### config.mk
export PLATFORM = sky130hd
export DESIGN_NAME = result_drain
export DESIGN_NICKNAME = d
export VERILOG_FILES = /design/src/rtl/matmul_pkg.sv /design/src/rtl/result_drain.sv
export SDC_FILE = /design/constraint.sdc
export NUM_CORES = 1
export LEC_CHECK = 0
export ABC_AREA = 1
export BUFFER_PORTS_ARGS = -buffer_cell sky130_fd_sc_hd__buf_4
export CAP_MARGIN = 20
export CORE_ASPECT_RATIO = 2
export CORE_MARGIN = 8
export CORE_UTILIZATION = 42
export CTS_BUF_LIST = sky130_fd_sc_hd__clkbuf_4 sky130_fd_sc_hd__clkbuf_8 sky130_fd_sc_hd__clkbuf_16
export CTS_CLUSTER_SIZE = 30
export DETAILED_ROUTE_END_ITERATION = 10
export GPL_ROUTABILITY_DRIVEN = 0
export HOLD_SLACK_MARGIN = 0.02
export PLACE_DENSITY = 0.91
export SYNTH_ARGS = -nofsm -noshare
export SYNTH_HDL_FRONTEND = slang
export SYNTH_SLANG_ARGS = --single-unit
### constraint.sdc
create_clock -name ap_clk -period 8.25 [get_ports ap_clk]
set_clock_uncertainty 0.1 [all_clocks]
set_input_delay 0.4125 -clock ap_clk [delete_from_list [all_inputs] [get_ports ap_clk]]
set_output_delay 0.4125 -clock ap_clk [all_outputs]
set_load 0.05 [all_outputs]
### src/rtl/matmul_pkg.sv
/*
 * Shared widths, element and accumulator types, default sizes
 * and the FSM state enums of the matrix-multiply kernel
 */
`default_nettype none

package matmul_pkg;

  // Element and result lane widths
  localparam int ELEM_W = 16;
  localparam int ACC_W  = 32;

  typedef logic [ELEM_W-1:0] elem_t;
  typedef logic [ACC_W-1:0]  acc_t;

  // Default array size and rows per job
  localparam int DEFAULT_ARRAY_N  = 4;
  localparam int DEFAULT_NUM_ROWS = 8;

  typedef enum logic {
    CTRL_IDLE,
    CTRL_BUSY
  } ctrl_state_e;

  typedef enum logic [1:0] {
    LOAD_WAIT,
    LOAD_WEIGHTS,
    LOAD_INPUTS
  } load_state_e;

endpackage : matmul_pkg

`default_nettype wire

### src/rtl/result_drain.sv
/*
 * Result stage: output register and lane packing toward the output stream,
 * pipeline advance, word counting and job completion
 */
`default_nettype none
`timescale 1ns/1ps

module result_drain import matmul_pkg::*; #(
  parameter int ARRAY_N  = DEFAULT_ARRAY_N,
  parameter int NUM_ROWS = DEFAULT_NUM_ROWS
) (
  input  wire                      ap_clk,
  input  wire                      areset,
  input  wire                      res_valid,
  input  wire  acc_t [ARRAY_N-1:0] res_data,
  input  wire                      output_tready,
  output logic                     output_tvalid,
  output logic [ARRAY_N*ACC_W-1:0] output_tdata,
  output logic                     advance,
  output logic                     job_complete
);

  localparam int CNT_W = $clog2(NUM_ROWS + 1);

  acc_t [ARRAY_N-1:0] out_data;
  logic [CNT_W-1:0]   word_cnt;
  logic               out_accept;

  // Whole pipeline freezes while a held word waits
  assign advance      = ~output_tvalid | output_tready;
  assign out_accept   = output_tvalid & output_tready;
  assign job_complete = out_accept & (word_cnt == CNT_W'(NUM_ROWS - 1));

  always_comb begin
    for (int j = 0; j < ARRAY_N; j++) begin
      output_tdata[j*ACC_W +: ACC_W] = out_data[j];
    end
  end

  always_ff @(posedge ap_clk) begin
    if (areset) begin
      output_tvalid <= 1'b0;
    end else if (advance) begin
      output_tvalid <= res_valid;
    end
  end

  always_ff @(posedge ap_clk) begin
    if (advance && res_valid) begin
      out_data <= res_data;
    end
  end

  // Accepted words per job, wraps for the next job
  always_ff @(posedge ap_clk) begin
    if (areset) begin
      word_cnt <= '0;
    end else if (job_complete) begin
      word_cnt <= '0;
    end else if (out_accept) begin
      word_cnt <= word_cnt + 1'b1;
    end
  end

endmodule : result_drain

`default_nettype wire

==> results.cfg <==
[status]
status = finished, final reports clean

[critical_path]
crit_path_end_kind = flop
start_kind = flop
rr_worst_depth = 2
path_class = flop to flop
arrival_ns = 2.11
worstPathRequired_ns = 8.16
cp_max_fo = 87

[finish]
postLayoutCoreUtil = 0.714
n_antenna_cell = 0
nets = 583
syn_to_final_growth_pct = 67.8
drive_above_1_share = 0.637

[sta]
worst_pin_slew_ns = 1.04
fmax_mhz = 454
finalCriticalPeriod_ns = 2.20
maxSlewHeadroom = 0.309
fin_tns_setup_ns = 0
finalMaxSlewViolations = 0
finalCritPeriodShare = 0.267
rsz0062_at_grt = no
finalSetupViolations = 0
hold_viol = 0

[routing]
wl_um = 12800
antenna_left = 0
drc = 0
num_vias = 2645
drt_first_iter_violations = 143
drt_first_pass_iters = 4
routedWlPerCell_um = 21.6
vias_per_cell = 4.45

[cts]
path_clk_slew_ns = 0.05
insertion_delay_ns = 0.39
postCtsHoldBufs = 0
cts_buffers = 17
h-tree-depth = 4
post_cts_resize_count = 0
cts_setup_buffers = 0
cts.sinks = 133
cts_tree = done
cts.path.max_buffers = 2
clockRootBuffer = clkbuf_16

[yosys]
synth_top_area_cell = edfxtp_1
synth_fp_nets = 300
yosysUniqueCellTypes = 14
synth_commonest_cells = edfxtp_1, nand2_1, inv_1, nor2_1, dfxtp_1
ys_async_sr_fraction = 0
synth_most_common_cell = edfxtp_1
synth-main-ff-cell = edfxtp_1
syn_area_mm2 = 0.00410
synthTopCellsByArea = edfxtp_1, dfxtp_1, nand2_1, inv_1, nor2_1
ys_warn_count = 0
yosysTopAreaCellShare = 0.937
post_synth.cell_area_avg_um2 = 24.6
synth_seq_cells = 133
synth_edf_count = 128
synthCells = 167
seq_area_frac_synth = 0.962

[power]
p_total_mw = 1.82
p_leak_nw = 2.92
power_density_mw_per_mm2 = 265
peakVddDrop_mv = 0.166

[worst_hold_path]
whs_path_depth = 2
hp-class = input pin to flop

[floorplanning]
die_w_um = 85.9
dieArea_mm2 = 0.0134
io_pins = 263
core_area_mm2 = 0.00964
num_rows = 51
initial_core_util = 0.426
die_h_um = 156

[grt]
grt_pass1_wl_um = 17800
antenna_found_initial = 0
overflow = 0
track_usage = 0.187
grt_max_degree = 88
grt_pass1_vias = 2911

[place]
dp_hpwl_um = 10500
portBuffers = 262

[run]
drv_cap = 0
layout make-up:
type	count	area, um2
sequential	133	3940
clock inverter	15	185
clock buffer	17	425
inverter	8	30.0
timing repair buffer	264	1990
tap	132	165
multi-input combinational	26	138
fill	602	2750
routing by layer:
metal / part of all wire / vias to the layer above / global-route usage
li1: - / 1213 / -
met1: 0.30 / 1271 / 0.158
met2: 0.58 / 143 / 0.353
met3: 0.094 / 18 / 0.0807
met4: 0.020 / 0 / 0.0867
met5: 0 / - / 0
registers in the layout, summed over array words and instances (netlist names):
signal	cells
output_tvalid	1
word_cnt	4
output_tdata	128
stage by stage:
step	setup WS [ns]	instance area [um2]	hold WS, ns	cells
CTS	6.03	6880	0.0608	595
detailed placement	5.89	6270	0.463	563
floorplan	0.697	4100	0.382	167
global placement	5.30	6250	0.420	562
finish	6.05	6880	0.0834	595
global route	5.94	6880	0.0599	595
cells by family (layout without fill, tap and decap cells):
group	Yosys count	after routing	synth area share
and+or+nand+nor	20	20	0.0211
adders and majority gates	1	1	0.00305
DFF	133	133	0.962
AOI/OAI and AO/OA	5	5	0.00671
buffers and inverters	8	304	0.00732
worst max-delay path, stage by stage, from the launching register on:
cell and delay (ns):
dfxtp_1 0.39, a21oi_4 0.40, buf_4 0.85
power by group:
part           switching (mW)  leakage (nW)  internal, mW  total (mW)
sequential             0.0133          1.28         0.788       0.801
combinational           0.174          1.35        0.0860       0.260
clock                   0.259         0.289         0.501       0.760
total                   0.447          2.92          1.38        1.82
path summary, 6_finish.rpt:
path	from	end	slack [ns]
setup / recovery	output_tvalid	output_tdata[32]	6.05
hold / removal	areset	output_tvalid	0.08
setup reg to reg	output_tvalid	output_tdata[32]	6.05
hold reg to reg	word_cnt[2]	word_cnt[2]	0.48
cell usage in the layout (no fill, tap or decap):
cell	netlist	routed
buf_4	0	263
edfxtp_1	128	128
clkbuf_16	0	17
nand2_1	8	8
inv_1	7	7
nor2_1	6	6
dfxtp_1	5	5
clkinv_1	0	4
bufinv_16	0	4
nand3_1	3	3
clkinvlp_4	0	3
o21ai_1	2	2
clkinv_2	0	2
inv_2	1	1
a21oi_4	0	1
nand2_2	1	1
nand3b_1	1	1
nor3_1	1	1
a21oi_1	2	1
o21bai_1	1	1
ha_1	1	1
inv_6	0	1
clkinv_4	0	1
buf_12	0	1
(Power assumes the default switching activity.)
