`src/rtl/matmul_pkg.sv`:
```
/*
 * Shared widths, element and accumulator types, default sizes
 * and the FSM state enums of the matrix-multiply kernel
 */
`default_nettype none

package matmul_pkg;

  // Element and result lane widths
  localparam int ELEM_W = 16;
  localparam int ACC_W  = 32;

  typedef logic [ELEM_W-1:0] elem_t;
  typedef logic [ACC_W-1:0]  acc_t;

  // Default array size and rows per job
  localparam int DEFAULT_ARRAY_N  = 4;
  localparam int DEFAULT_NUM_ROWS = 8;

  typedef enum logic {
    CTRL_IDLE,
    CTRL_BUSY
  } ctrl_state_e;

  typedef enum logic [1:0] {
    LOAD_WAIT,
    LOAD_WEIGHTS,
    LOAD_INPUTS
  } load_state_e;

endpackage : matmul_pkg

`default_nettype wire

```
`src/rtl/weight_loader.sv`:
```
/*
 * Decode stage: captures weight rows into the bank, then admits,
 * counts and forwards input rows to the MAC pipeline
 */
`default_nettype none
`timescale 1ns/1ps

module weight_loader import matmul_pkg::*; #(
  parameter int ARRAY_N  = DEFAULT_ARRAY_N,
  parameter int NUM_ROWS = DEFAULT_NUM_ROWS
) (
  input  wire                               ap_clk,
  input  wire                               areset,
  input  wire                               start_pulse,
  input  wire                               advance,
  input  wire                               weight_tvalid,
  input  wire  [ARRAY_N*ELEM_W-1:0]         weight_tdata,
  input  wire                               input_tvalid,
  input  wire  [ARRAY_N*ELEM_W-1:0]         input_tdata,
  output logic                              weight_tready,
  output logic                              input_tready,
  output logic                              weights_loaded,
  output elem_t [ARRAY_N-1:0][ARRAY_N-1:0]  weight_bank,
  output logic                              in_valid,
  output elem_t [ARRAY_N-1:0]               in_data
);

  localparam int W_CNT_W = $clog2(ARRAY_N + 1);
  localparam int R_CNT_W = $clog2(NUM_ROWS + 1);

  load_state_e         state;
  logic [W_CNT_W-1:0]  w_row_cnt;
  logic [R_CNT_W-1:0]  in_row_cnt;
  elem_t [ARRAY_N-1:0] w_lanes;
  elem_t [ARRAY_N-1:0] x_lanes;
  logic                w_accept;
  logic                x_accept;

  // Lane j sits at bit j*ELEM_W upward on both streams
  always_comb begin
    for (int j = 0; j < ARRAY_N; j++) begin
      w_lanes[j] = weight_tdata[j*ELEM_W +: ELEM_W];
      x_lanes[j] = input_tdata[j*ELEM_W +: ELEM_W];
    end
  end

  // Stream steering by phase
  assign weight_tready = (state == LOAD_WEIGHTS);
  assign input_tready  = (state == LOAD_INPUTS) & advance;
  assign w_accept      = weight_tvalid & weight_tready;
  assign x_accept      = input_tvalid & input_tready;

  //////////////////////////////////////////////////////////////////////
  // Phase FSM and row counters
  //////////////////////////////////////////////////////////////////////
  always_ff @(posedge ap_clk) begin
    if (areset) begin
      state          <= LOAD_WAIT;
      w_row_cnt      <= '0;
      in_row_cnt     <= '0;
      weights_loaded <= 1'b0;
    end else if (start_pulse) begin
      state          <= LOAD_WEIGHTS;
      w_row_cnt      <= '0;
      in_row_cnt     <= '0;
      weights_loaded <= 1'b0;
    end else begin
      case (state)
        LOAD_WEIGHTS: begin
          if (w_accept) begin
            if (w_row_cnt == W_CNT_W'(ARRAY_N - 1)) begin
              state          <= LOAD_INPUTS;
              w_row_cnt      <= '0;
              weights_loaded <= 1'b1;
            end else begin
              w_row_cnt <= w_row_cnt + 1'b1;
            end
          end
        end
        LOAD_INPUTS: begin
          if (x_accept) begin
            if (in_row_cnt == R_CNT_W'(NUM_ROWS - 1)) begin
              state      <= LOAD_WAIT;
              in_row_cnt <= '0;
            end else begin
              in_row_cnt <= in_row_cnt + 1'b1;
            end
          end
        end
        default: state <= LOAD_WAIT;
      endcase
    end
  end

  // Weight row i lands in bank row i
  always_ff @(posedge ap_clk) begin
    if (w_accept) begin
      weight_bank[w_row_cnt] <= w_lanes;
    end
  end

  // Input register in front of stage 0, moves only with the pipeline
  always_ff @(posedge ap_clk) begin
    if (areset) begin
      in_valid <= 1'b0;
    end else if (advance) begin
      in_valid <= x_accept;
    end
  end

  always_ff @(posedge ap_clk) begin
    if (advance && x_accept) begin
      in_data <= x_lanes;
    end
  end

endmodule : weight_loader

`default_nettype wire

```
`config.mk`:
```
export PLATFORM = sky130hd
export DESIGN_NAME = weight_loader
export DESIGN_NICKNAME = d
export VERILOG_FILES = /design/src/rtl/matmul_pkg.sv /design/src/rtl/weight_loader.sv
export SDC_FILE = /design/constraint.sdc
export NUM_CORES = 1
export LEC_CHECK = 0
export ABC_AREA = 1
export ABC_CLOCK_PERIOD_IN_PS = 6600
export BUFFER_PORTS_ARGS = -buffer_cell sky130_fd_sc_hd__buf_2
export CAP_MARGIN = 20
export CORE_ASPECT_RATIO = 0.5
export CORE_MARGIN = 2
export CORE_UTILIZATION = 30
export CTS_CLUSTER_SIZE = 10
export DETAILED_ROUTE_END_ITERATION = 8
export GPL_ROUTABILITY_DRIVEN = 0
export HOLD_SLACK_MARGIN = 0.08
export MAX_ROUTING_LAYER = met4
export PLACE_DENSITY = 0.64
export SLEW_MARGIN = 30
export SYNTH_ARGS = -nofsm -noshare
export SYNTH_HDL_FRONTEND = slang
export SYNTH_SLANG_ARGS = --single-unit
```
`constraint.sdc`:
```
create_clock -name ap_clk -period 6.6 [get_ports ap_clk]
set_input_delay 0.99 -clock ap_clk [delete_from_list [all_inputs] [get_ports ap_clk]]
set_output_delay 0.99 -clock ap_clk [all_outputs]
set_load 0.005 [all_outputs]
```
==> flow_summary.json <==
{
  "p_leak_nw": 5.53,
  "r2r_slack_ps": 4230,
  "root_buffer": "clkbuf_16",
  "critPathMostFrequentCell": "nor2_4",
  "yosysUniqueCellTypes": 15,
  "synth_nets": 544,
  "fin_crit_sh": 0.384,
  "grt_pass1_wl_um": 38600,
  "yosysTopAreaCellShare": 0.942,
  "grt_pass1_vias": 6042,
  "die-height_um": 134,
  "max_cap_viol_count": 0,
  "r2r_start": "state[1]",
  "worstSetupStartpointType": "input pin",
  "ys_async_sr_fraction": 0,
  "nNetsFinal": 1048,
  "dieArea_mm2": 0.0356,
  "hpwlAfterDp_um": 19700,
  "wl_um": 27700,
  "area_delta_synth_final_pct": 39.5,
  "rsz0062_at_grt": "false",
  "synthTopCellsByArea": "edfxtp_1 94%, dfxtp_1 2.2%, nand2_1 0.66%",
  "setup_viol": 0,
  "cts_sinks": 331,
  "dp_cells": 1309,
  "drt_pass1_iterations": 5,
  "grt_overflow": 0,
  "rows": 47,
  "arrival_ps": 2680,
  "path_clk_slew_ps": 50,
  "design_area_mm2": 0.0142,
  "path_buf_inv": 4,
  "clock_skew_ps": 15.2,
  "synth_area_leader_cell": "edfxtp_1",
  "numCtsBuffers": 39,
  "worst-path-stages": 6,
  "path_cells": "buf_2 > inv_1 > nor2_4 > inv_2 > nor2_4 > buf_4",
  "antenna_found_initial": 4,
  "crit_type": "input pin to flop",
  "layout.cells.non_filler": 1369,
  "syn-instance-count": 405,
  "clk_latency_ps": 530,
  "cts_tree": "done",
  "timing.rr.end": "weight_bank[17]",
  "io_pins": 458,
  "synth-main-ff-cell": "edfxtp_1",
  "hold_viol_final": 0,
  "power_density_mw_per_mm2": 302,
  "period_minus_slack_ps": 2530,
  "postRouteAntennaNets": 0,
  "drc": 0,
  "syn-cell-area_mm2": 0.0102,
  "critPathTopFamily": "buffers and inverters",
  "synth_edf_count": 320,
  "htreeDepth": 2,
  "dieWidth_um": 265,
  "drtIter0Drc": 455,
  "finalSetupTns_ps": 0,
  "maxSlewHeadroom": 0.414,
  "grt_max_degree": 70,
  "initial_core_util": 0.307,
  "ys_seq_elements": 331,
  "drive_gt1_frac": 0.562,
  "vias": 5907,
  "cp.required_ps": 6750,
  "cts_resized": 0,
  "max_freq_ghz": 0.395,
  "synth.most_common_cell": "edfxtp_1",
  "max-vdd-ir-drop_mv": 0.145,
  "max_stage_delay_ps": 640,
  "report.final.slew_viol_count": 0,
  "min_from": "w_row_cnt[2]",
  "syn_avg_cell_area_um2": 25.2,
  "place_area_mm2": 0.0131,
  "whs_endpoint": "w_row_cnt[2]",
  "outcome": "completed",
  "path_max_fanout": 41,
  "avgRoutedWirePerCell_um": 20.2,
  "grtUsageTotal": 0.151,
  "endpoint_kind": "flop",
  "cts_hold_buffers": 0,
  "portBuffers": 457,
  "startpoint": "weight_tvalid",
  "via_per_inst": 4.31,
  "worst_pin_slew_ps": 879,
  "cts_buffer_depth": 3,
  "r2r_cells": 6,
  "coreArea_mm2": 0.0333,
  "synth_warnings": 0,
  "ys_seq_area_frac": 0.963,
  "cp_slowest_cell": "buf_4",
  "hold_class": "flop to flop",
  "synth_common_cells": "320 x edfxtp_1, 18 x nand2_1, 15 x inv_1",
  "post_cts_buffers": 0,
  "hold_path_depth": 2,
  "fill_cells": 2978
}
==> sequential cells by signal, summed over array words and instances (netlist names) <==
| register | flops |
|---|---|
| in_data | 64 |
| in_row_cnt | 4 |
| in_valid | 1 |
| state | 2 |
| w_row_cnt | 3 |
| weight_bank | 256 |
| weights_loaded | 1 |
==> through the flow <==
step	power, W	setup slack [ps]	hold WS (ps)	util
4_1_cts	0.00436	4040	453	0.427
6_report	0.00430	4070	451	0.428
3_3_place_gp	0.00247	3390	445	0.394
5_1_grt	0.00445	3960	500	0.427
2_1_floorplan	0.00239	2190	432	-
3_5_place_dp	0.00248	3480	444	0.395
==> routing by layer <==
metal	vias up	wire, um	GRT usage
met5	-	0	-
met4	0	692	0.0502
met3	50	1740	0.0349
met2	206	15200	0.266
met1	3058	10100	0.172
li1	2593	-	-
==> cells by family (layout without fill, tap and decap cells) <==
family | Yosys count | count (layout) | share of synthesized area
compound gates | 10 | 10 | 0.00552
flops | 331 | 331 | 0.963
buf+inv | 17 | 532 | 0.00625
fa+ha+maj | 5 | 5 | 0.00613
other cells | 0 | 8 | 0
simple gates | 42 | 42 | 0.0190
==> worst register-to-register path: cells and delay by family, from the launching register on <==
| family | cells | cell delay (ps) |
|---|---|---|
| buffers and inverters | 3 | 840 |
| AND/OR/NAND/NOR | 3 | 810 |
| flip-flops | 1 | 330 |
==> placed cells by master (no fill, tap or decap) <==
cell type and n:
buf_2 457, nand4_1 1, diode_2 8, a31oi_1 1, o21ai_0 1, a21oi_1 6
inv_1 15, clkinv_2 2, nor2_1 9, clkbuf_16 39, buf_16 1, o21bai_1 2
inv_6 1, clkinv_16 1, dfxtp_1 11, ha_1 5, clkbuf_8 1, clkbuf_1 7
nand3_1 7, nor2_4 6, buf_4 5, nand2_2 1, edfxtp_1 320, clkinv_8 1
inv_2 2, nand2_1 18
==> worst max-delay path by stage <==
stage | to | slack, ps
final | weight_bank[17] | 4070
after global routing | weight_bank[28] | 3960
after CTS | weight_bank[53] | 4040
after detailed placement | weight_bank[17] | 3480
after global placement | weight_bank[203] | 3390
after floorplan | weight_bank[0] | 2190
==> layout make-up <==
class | instances | area (um2) | area share
inverter | 17 | 63.8 | 0.00448
clock buffer | 47 | 1020 | 0.0714
multi-input combinational | 57 | 335 | 0.0236
sequential | 331 | 9830 | 0.691
clock inverter | 5 | 65.1 | 0.00457
antenna | 8 | 20.0 | 0.00141
tap | 441 | 552 | 0.0388
timing repair buffer | 463 | 2350 | 0.165
==> report_power, final <==
part / total, W / switching, W / internal, W / leakage [nW]
clock: 0.00186 / 0.000781 / 0.00108 / 0.527
combinational: 0.000101 / 0.0000605 / 0.0000410 / 2.02
sequential: 0.00233 / 0.00000487 / 0.00233 / 2.98
(Power assumes the default switching activity.)
