<file path="config.mk">
export PLATFORM = sky130hd
export DESIGN_NAME = kernel_control
export DESIGN_NICKNAME = d
export VERILOG_FILES = /design/src/rtl/matmul_pkg.sv /design/src/rtl/kernel_control.sv
export SDC_FILE = /design/constraint.sdc
export NUM_CORES = 1
export LEC_CHECK = 0
export BUFFER_PORTS_ARGS = -buffer_cell sky130_fd_sc_hd__buf_2
export CAP_MARGIN = 20
export CORE_AREA = 2 2 39 41
export CTS_CLUSTER_SIZE = 30
export DETAILED_ROUTE_END_ITERATION = 16
export DIE_AREA = 0 0 41 43
export PLACE_DENSITY_LB_ADDON = 0.2
export SLEW_MARGIN = 10
export SYNTH_ARGS = -nofsm -noshare
export SYNTH_HDL_FRONTEND = slang
export SYNTH_SLANG_ARGS = --single-unit
</file>
<file path="constraint.sdc">
create_clock -name ap_clk -period 1 [get_ports ap_clk]
set_clock_uncertainty 0.1 [all_clocks]
set_input_delay 0.2 -clock ap_clk [delete_from_list [all_inputs] [get_ports ap_clk]]
set_output_delay 0.2 -clock ap_clk [all_outputs]
set_load 0.01 [all_outputs]
</file>
<file path="src/rtl/matmul_pkg.sv">
/*
 * Shared widths, element and accumulator types, default sizes
 * and the FSM state enums of the matrix-multiply kernel
 */
`default_nettype none

package matmul_pkg;

  // Element and result lane widths
  localparam int ELEM_W = 16;
  localparam int ACC_W  = 32;

  typedef logic [ELEM_W-1:0] elem_t;
  typedef logic [ACC_W-1:0]  acc_t;

  // Default array size and rows per job
  localparam int DEFAULT_ARRAY_N  = 4;
  localparam int DEFAULT_NUM_ROWS = 8;

  typedef enum logic {
    CTRL_IDLE,
    CTRL_BUSY
  } ctrl_state_e;

  typedef enum logic [1:0] {
    LOAD_WAIT,
    LOAD_WEIGHTS,
    LOAD_INPUTS
  } load_state_e;

endpackage : matmul_pkg

`default_nettype wire

</file>
<file path="src/rtl/kernel_control.sv">
/*
 * Start-edge detection, busy state and the ap_idle, ap_done, ap_ready outputs
 */
`default_nettype none
`timescale 1ns/1ps

module kernel_control import matmul_pkg::*; (
  input  wire  ap_clk,
  input  wire  areset,
  input  wire  ap_start,
  input  wire  job_complete,
  output logic start_pulse,
  output logic ap_idle,
  output logic ap_done,
  output logic ap_ready
);

  ctrl_state_e state;
  logic        ap_start_r;

  // Rising edge of ap_start, ignored while a job is running
  assign start_pulse = ap_start & ~ap_start_r & (state == CTRL_IDLE);

  always_ff @(posedge ap_clk) begin
    if (areset) begin
      ap_start_r <= 1'b0;
    end else begin
      ap_start_r <= ap_start;
    end
  end

  // Done pulse lands on the same edge that returns the FSM to idle
  always_ff @(posedge ap_clk) begin
    if (areset) begin
      state   <= CTRL_IDLE;
      ap_done <= 1'b0;
    end else begin
      ap_done <= 1'b0;
      case (state)
        CTRL_IDLE: begin
          if (start_pulse) begin
            state <= CTRL_BUSY;
          end
        end
        CTRL_BUSY: begin
          if (job_complete) begin
            state   <= CTRL_IDLE;
            ap_done <= 1'b1;
          end
        end
        default: state <= CTRL_IDLE;
      endcase
    end
  end

  assign ap_idle  = (state == CTRL_IDLE);
  assign ap_ready = ap_done;

endmodule : kernel_control

`default_nettype wire

</file>
==> results.toml, run 1 <==
[cts]
clkLatencyLatePin_ps = 230
numCtsBuffers = 3
htree_levels = 1
hold_buffers = 0
cts_sinks = 3
clk_pin_slew_ps = 30
cts_buffer_depth = 2
root_buffer = "clkbuf_4"
cts_tree = "yes"

[routing]
finalWirelength_um = 289
wl_per_cell_um = 7.605
vias = 116
drtAntennaViolNets = 0
viasPerCell = 3.053
drtPass1Iterations = 1
drc_errors = 0
drt_iter0_drc = 0

[synth]
synth_cells = 10
ys_ff_latch = 3
seq_area_frac_synth_pct = 52.75
ys_types = 7
yosys_warnings = 0
synth_area_leader_cell = "dfxtp_1"
synth_top_area_share_pct = 52.75
synth_nets = 14
synth.avg_cell_area_um2 = 11.39
ys_top_cells_by_area = "dfxtp_1 (53%), nor2b_1 (11%), nor3b_2 (11%), o21ba_1 (8.8%), buf_4 (6.6%)"
synth_area_um2 = 113.9

[grt]
grt_remaining_overflow = 0
grt_pass1_wl_um = 386
grt_pass1_vias = 122
antenna_found_initial = 0
grt.total_usage_pct = 4.409
grt_start_max_net_pins = 4

[power_and_ir_drop]
pwr_density_cell_nw_per_um2 = 1808
p_leak_nw = 0.1057
max-vdd-ir-drop_uv = 350.8
total_power_mw = 0.3846

[run_status]
outcome = "complete, but fails checks"
violations = "setup timing"

[critical_path]
reg2reg_from = "state$_SDFF_PP0_"
setup.worst_path.class = "reg2out"
reg2reg_slack_ps = 50
cp-start-kind = "flip-flop"
end_kind = "primary output"
r2r_end = "state$_SDFF_PP0_"
rr_worst_depth = 3
cp.arrival_ps = 890
crit_required_ps = 700
critical_path_peak_fanout = 2

[job]
drv_cap = 0

[placed_design]
dp_cells = 32
io_buffers = 7
postPlaceCellArea_um2 = 161.4
finalWeightedCongestion = 0.4251

[timing]
fin_crit_ps = 1185
finalMaxSlewViolations = 0
slew-limit-headroom_pct = 89.19
tightest_slew_ps = 161.5
setup_viol = 2
min_period_over_period_pct = 118.5
rsz0062_at_grt = "yes"
hold_viol = 0
setup_ws_ps = -185.1
fmax_mhz = 843.8

[min_path]
holdCritStartpoint = "areset"
min-delay-path-class = "in2reg"
hold_end = "ap_start_r$_SDFF_PP0_"
worstHoldPathCells = 2

[layout]
syn_to_final_growth_pct = 86.81
fin_cells = 38
drive_gt1_share_pct = 68.18
diodes = 0
final_cell_area_um2 = 212.7
fin_nets = 27

[floorplanning]
initial_core_util_pct = 8.228
rows = 14
die-area_um2 = 1763
io_pins = 8
dieWidth_um = 41
core-area_um2 = 1384
die_y_um = 43
-- metal layers --
metal  vias up  GRT usage (%)  wire length [um]
met5         -              0                 0
met4         0          8.000                 0
met3         0          4.712                66
met2         8          4.688               131
met1        51          2.556                91
li1         57              -                 -
-- worst max-delay path by stage --
stage,from,endpoint,slack [ps],depth (start not counted)
floorplan,state$_SDFF_PP0_,state$_SDFF_PP0_,110,2
global placement,state$_SDFF_PP0_,start_pulse,30,2
detailed placement,state$_SDFF_PP0_,start_pulse,20,2
CTS,state$_SDFF_PP0_,start_pulse,-200,2
global route,ap_start_r$_SDFF_PP0_,start_pulse,-240,2
finish,state$_SDFF_PP0_,start_pulse,-190,2
-- placed cells by master (no fill, tap or decap), drive strengths merged --
| cell type | synthesis | layout |
|---|---|---|
| buf | 1 | 9 |
| nor3b | 2 | 2 |
| clkbuf | 0 | 4 |
| dfxtp | 3 | 3 |
| nor2b | 2 | 2 |
| o21ba | 1 | 1 |
| inv | 1 | 1 |
-- cell families after synthesis --
| family | Yosys count | share of synthesized area (%) |
|---|---|---|
| AND/OR/NAND/NOR | 4 | 28.57 |
| flip-flops | 3 | 52.75 |
| buffers and inverters | 2 | 9.889 |
| AO/OA/AOI/OAI | 1 | 8.792 |
-- stage by stage --
step / setup TNS (ps) / util (%) / setup WS, ps / hold WS, ps
floorplan: 0 / - / 111.0 / 171.6
global placement: 0 / 11.66 / 26.49 / 297.6
detailed placement: 0 / 11.66 / 24.52 / 293.2
CTS: -325.7 / 15.19 / -198.5 / 48.87
global route: -388.1 / 15.37 / -235.5 / 58.38
finish: -300.6 / 15.37 / -185.1 / 57.41
-- worst max-delay path, cell delays in order (launching register included) --
cell and delay (ps):
dfxtp_2 310, nor3b_2 180, buf_2 160
-- repair_timing --
item                                    in CTS  in global routing
buffers inserted                             2                  0
resized for setup                            3                  1
endpoints found under the setup margin       2                  2
pin swaps                                    1                  0
-- cells in the mapped netlist --
library cell / n
buf_4: 1
nor3b_2: 1
o21ba_1: 1
dfxtp_1: 3
nor2b_1: 2
inv_1: 1
nor3b_1: 1
-- area by class of cell --
type	instances	area [um^2]
flip-flops and latches	3	61.31
inverters	1	6.256
fillers	166	1171
repair buffers	9	56.30
well taps	16	20.02
clock buffers	4	26.28
multi-input cells	5	42.54
-- flip-flops by register name (all words and copies together) (netlist names) --
name and cells:
ap_done 1, state 1, ap_start_r 1
-- power breakdown --
| part | switching, mW | internal [mW] |
|---|---|---|
| logic | 0.0195 | 0.0285 |
| registers | 0.00330 | 0.127 |
| clock network | 0.0568 | 0.149 |
Power figures use the tool's default switching activity.
==> inputs of run 2 (changes only) <==
--- a/config.mk
+++ b/config.mk
@@ -5,7 +5,7 @@
 export SDC_FILE = /design/constraint.sdc
 export NUM_CORES = 1
 export LEC_CHECK = 0
-export BUFFER_PORTS_ARGS = -buffer_cell sky130_fd_sc_hd__buf_2
+export BUFFER_PORTS_ARGS = -buffer_cell sky130_fd_sc_hd__buf_4
 export CAP_MARGIN = 20
 export CORE_AREA = 2 2 39 41
 export CTS_CLUSTER_SIZE = 30
==> run 2 against run 1 <==
The run still ends with setup timing left; largest power group unchanged; global-route usage decreased by 0.40 points; utilization is 1.6 points higher; register-to-register slack gained 20 ps; design area up 11%; critical endpoint unchanged; total power is 2.9% higher; highest routed layer unchanged.
==> results.toml, run 2 (synthesis gave the netlist of run 1 again) <==
[cts]
root_buffer = "clkbuf_4"
clkLatencyLatePin_ps = 230
cts_tree = "yes"
cts_buffer_depth = 2
hold_buffers = 0
htree_levels = 1
cts_sinks = 3
numCtsBuffers = 3
clk_pin_slew_ps = 30

[run_status]
violations = "setup timing"
outcome = "complete, but fails checks"

[placed_design]
postPlaceCellArea_um2 = 178.9
io_buffers = 7
finalWeightedCongestion = 0.4445

[critical_path]
crit_path_max_incr_delay_ps = 310
critPathSlowestCell = "dfxtp_2"
cp-start-kind = "flip-flop"
crit_required_ps = 700
end_kind = "primary output"
critical_path_peak_fanout = 2
crit_chain = "nor3b_4 -> buf_6"
cp.arrival_ps = 880
setup.worst_path.class = "reg2out"

[routing]
drt_iter0_drc = 0
vias = 110
wl_per_cell_um = 6.919
viasPerCell = 2.973
drtPass1Iterations = 1
drtAntennaViolNets = 0
drc_errors = 0
finalWirelength_um = 256

[layout]
final_cell_area_um2 = 235.2
final_cell_mix = "buf_4 (5), clkbuf_4 (3), buf_6 (3)"
diodes = 0
fin_util_pct = 17.00
syn_to_final_growth_pct = 106.6
drive_gt1_share_pct = 71.43
layout_commonest_cell = "buf_4"
fin_nets = 26
largest_registers = "ap_done x1, ap_start_r x1, state x1"

[grt]
grt_remaining_overflow = 0
grt.total_usage_pct = 4.008
grt_start_max_net_pins = 4
antenna_found_initial = 0
grt_pass1_vias = 105
grt_pass1_wl_um = 345

[power_and_ir_drop]
p_leak_nw = 0.1076
comb_power_share_pct = 14.2
p_clk_share_pct = 52.1
p_seq_share_pct = 33.7
switching_share_pct = 20.51
pwr_density_cell_nw_per_um2 = 1682
max-vdd-ir-drop_uv = 367.1
internal_power_mw = 0.3144
p_sw_mw = 0.08115

[timing]
hold_viol = 0
setup_ws_ps = -184.5
fin_crit_ps = 1184
min_period_over_period_pct = 118.4
tightest_slew_ps = 176.1
rsz0062_at_grt = "yes"
setup_viol = 2
slew-limit-headroom_pct = 88.25
fmax_mhz = 844.2
finalMaxSlewViolations = 0

[floorplanning]
dieWidth_um = 41
initial_core_util_pct = 8.228
core-area_um2 = 1384
io_pins = 8
die-area_um2 = 1763
die_y_um = 43
rows = 14

[job]
drv_cap = 0

[min_path]
min-delay-path-class = "in2reg"
run 2: cell types whose count changed in the layout (fill, tap and decap cells not counted), sizes merged:
cell,previous run,this run
buf,9,8
run 2: power by group through the flow:
stage / combinational (mW) / sequential, mW / clock (mW)
2_1_floorplan: 0.0177 / 0.132 / 0
3_3_place_gp: 0.0411 / 0.132 / 0
3_5_place_dp: 0.0411 / 0.132 / 0
4_1_cts: 0.0484 / 0.130 / 0.217
5_1_grt: 0.0618 / 0.134 / 0.228
6_report: 0.0564 / 0.133 / 0.206
run 2: through the flow:
| stage | hold WS, ps | worst slack, ps | setup TNS [ps] | total power, mW | std cells |
|---|---|---|---|---|---|
| final | 42.51 | -184.5 | -297.8 | 0.3956 | 37 |
| after global routing | 36.93 | -233.4 | -381.0 | 0.4233 | 37 |
| after CTS | 40.60 | -188.7 | -307.3 | 0.3958 | 37 |
| after detailed placement | 286.8 | 31.81 | 0 | 0.1731 | 32 |
| after global placement | 283.2 | 32.42 | 0 | 0.1731 | 32 |
| after floorplan | 171.6 | 111.0 | 0 | 0.1499 | 10 |
run 2: worst paths after layout:
check	from	to	slack [ps]	cells after the start
worst max register to register	state$_SDFF_PP0_	state$_SDFF_PP0_	70	3
worst min-delay path	areset	ap_start_r$_SDFF_PP0_	40	2
worst max-delay path	ap_start_r$_SDFF_PP0_	start_pulse	-180	2
worst min register to register	state$_SDFF_PP0_	ap_done$_SDFF_PP0_	470	3
run 2: final cells by class:
cell class / instances / area, um^2
tap: 16 / 20.02
fill: 158 / 1149
sequential: 3 / 62.56
inverter: 1 / 6.256
clock buffer: 4 / 26.28
multi-input combinational: 5 / 48.80
timing repair buffer: 8 / 71.32
run 2: what timing repair did:
item | in CTS | in global routing
gates resized for setup | 3 | 5
pin swaps | 1 | 0
setup endpoints to repair | 2 | 2
setup buffers | 1 | 0
gates cloned | 0 | 0
hold endpoints to repair | 0 | 0
run 2: worst max-delay path, delay by kind of cell (launching register included):
kind                   cells  cell delay (ps)
buffers and inverters      1              130
and+or+nand+nor            1              210
DFF                        1              310
run 2: metal layers:
metal / wire length [um] / GRT usage [%] / vias to the layer above / share of wire (%)
met4: 0 / 8.000 / 0 / 0
met2: 103 / 3.750 / 10 / 40
met3: 65 / 4.712 / 0 / 25
met1: 88 / 2.236 / 47 / 34
met5: 0 / 0 / - / 0
li1: - / - / 53 / -
==> inputs of run 3 (changes only) <==
--- a/config.mk
+++ b/config.mk
@@ -11,6 +11,7 @@
 export CTS_CLUSTER_SIZE = 30
 export DETAILED_ROUTE_END_ITERATION = 16
 export DIE_AREA = 0 0 41 43
+export MAX_ROUTING_LAYER = met4
 export PLACE_DENSITY_LB_ADDON = 0.2
 export SLEW_MARGIN = 10
 export SYNTH_ARGS = -nofsm -noshare
==> run 3 against run 2 <==
Combinational power barely moved; fmax barely moved; hold slack barely moved; register-to-register slack barely moved; sequential power barely moved; largest power group unchanged; the run still ends with setup timing left; total power barely moved; global-route usage rose by 0.099 points.
==> results.toml, run 3 (synthesis gave the netlist of run 1 again) <==
[floorplanning]
die_y_um = 43
rows = 14
die-area_um2 = 1763
io_pins = 8
core-area_um2 = 1384
initial_core_util_pct = 8.228
dieWidth_um = 41

[power_and_ir_drop]
p_seq_share_pct = 33.7
p_sw_mw = 0.08115
internal_power_mw = 0.3144
comb_power_share_pct = 14.2
pwr_density_cell_nw_per_um2 = 1682
p_leak_nw = 0.1076
max-vdd-ir-drop_uv = 367.1
p_clk_share_pct = 52.1
switching_share_pct = 20.51
total_power_mw = 0.3956

[critical_path]
crit_required_ps = 700
crit_chain = "nor3b_4 -> buf_6"
cpLargestDelayFamily = "flip-flops"
critPathSlowestCell = "dfxtp_2"
cp-start-kind = "flip-flop"
end_kind = "primary output"
cp.arrival_ps = 880
setup.worst_path.class = "reg2out"
critical_path_peak_fanout = 2
crit_path_max_incr_delay_ps = 310
crit_buf_inv = 1

[timing]
fmax_mhz = 844.2
setup_ws_ps = -184.5
finalSetupTns_ps = -297.8
setup_viol = 2
tightest_slew_ps = 176.1
rsz0062_at_grt = "yes"
min_period_over_period_pct = 118.5
hold-worst-slack_ps = 42.48
slew-limit-headroom_pct = 88.25
hold_viol = 0
finalMaxSlewViolations = 0
fin_crit_ps = 1185

[grt]
grt_start_max_net_pins = 4
antenna_found_initial = 0
grt.total_usage_pct = 4.107
grt_pass1_wl_um = 345
grt_pass1_vias = 104
grt_remaining_overflow = 0

[layout]
diodes = 0
drive_gt1_share_pct = 71.43
fin_nets = 26
ff_latch_area_um2 = 62.56
fin_util_pct = 17.00
layout_commonest_cell = "buf_4"
nFillCells = 158
final_cell_area_um2 = 235.2
multi_input_area_um2 = 48.80
largest_registers = "ap_done x1, ap_start_r x1, state x1"
fin_cells = 37
syn_to_final_growth_pct = 106.6
final_cell_mix = "buf_4 (5), clkbuf_4 (3), buf_6 (3)"

[run_status]
violations = "setup timing"
outcome = "complete, but fails checks"

[routing]
drtPass1Iterations = 1
wl_per_cell_um = 6.946
vias = 110
drc_errors = 0
drtAntennaViolNets = 0
drt_iter0_drc = 0
finalWirelength_um = 257
viasPerCell = 2.973

[cts]
hold_buffers = 0
htree_levels = 1
cts_tree = "yes"
clk_pin_slew_ps = 30
clkLatencyLatePin_ps = 230
numCtsBuffers = 3
cts_sinks = 3
cts_buffer_depth = 2
root_buffer = "clkbuf_4"

[placed_design]
io_buffers = 7
pre_cts_ws_ps = 31.81
dp_cells = 32
postPlaceCellArea_um2 = 178.9
finalWeightedCongestion = 0.4425

[job]
drv_cap = 0

[min_path]
min-delay-path-class = "in2reg"
-- run 3: cell counts in the layout (fill, tap and decap cells not counted) --
No cell type changed its count.
-- run 3: layout make-up --
| type | instances | area share (%) |
|---|---|---|
| flip-flops and latches | 3 | 26.60 |
| multi-input cells | 5 | 20.74 |
| well taps | 16 | 8.511 |
| inverters | 1 | 2.660 |
| clock buffers | 4 | 11.17 |
| repair buffers | 8 | 30.32 |
-- run 3: path summary, 6_finish.rpt --
check                              from                    end  slack (ps)  cells past startpoint
setup / recovery  ap_start_r$_SDFF_PP0_            start_pulse        -180                      2
hold / removal                   areset  ap_start_r$_SDFF_PP0_          40                      2
setup reg to reg       state$_SDFF_PP0_       state$_SDFF_PP0_          70                      3
hold reg to reg        state$_SDFF_PP0_     ap_done$_SDFF_PP0_         470                      3
-- run 3: repair_timing --
item	CTS	global route
pin swaps	1	0
gates cloned	0	0
gates resized for setup	3	5
endpoints found under the setup margin	2	2
setup buffers	1	0
-- run 3: layer usage --
metal	track usage, %	vias to the layer above	wire length [um]
li1	-	53	-
met4	8.000	0	0
met3	4.712	0	60
met2	3.750	10	101
met5	-	-	0
met1	2.236	47	94
-- run 3: power groups by stage --
stage / clock, mW / sequential (mW) / combinational (mW)
6_report: 0.206 / 0.133 / 0.0564
2_1_floorplan: 0 / 0.132 / 0.0177
5_1_grt: 0.228 / 0.134 / 0.0618
3_3_place_gp: 0 / 0.132 / 0.0411
4_1_cts: 0.217 / 0.130 / 0.0484
3_5_place_dp: 0 / 0.132 / 0.0411
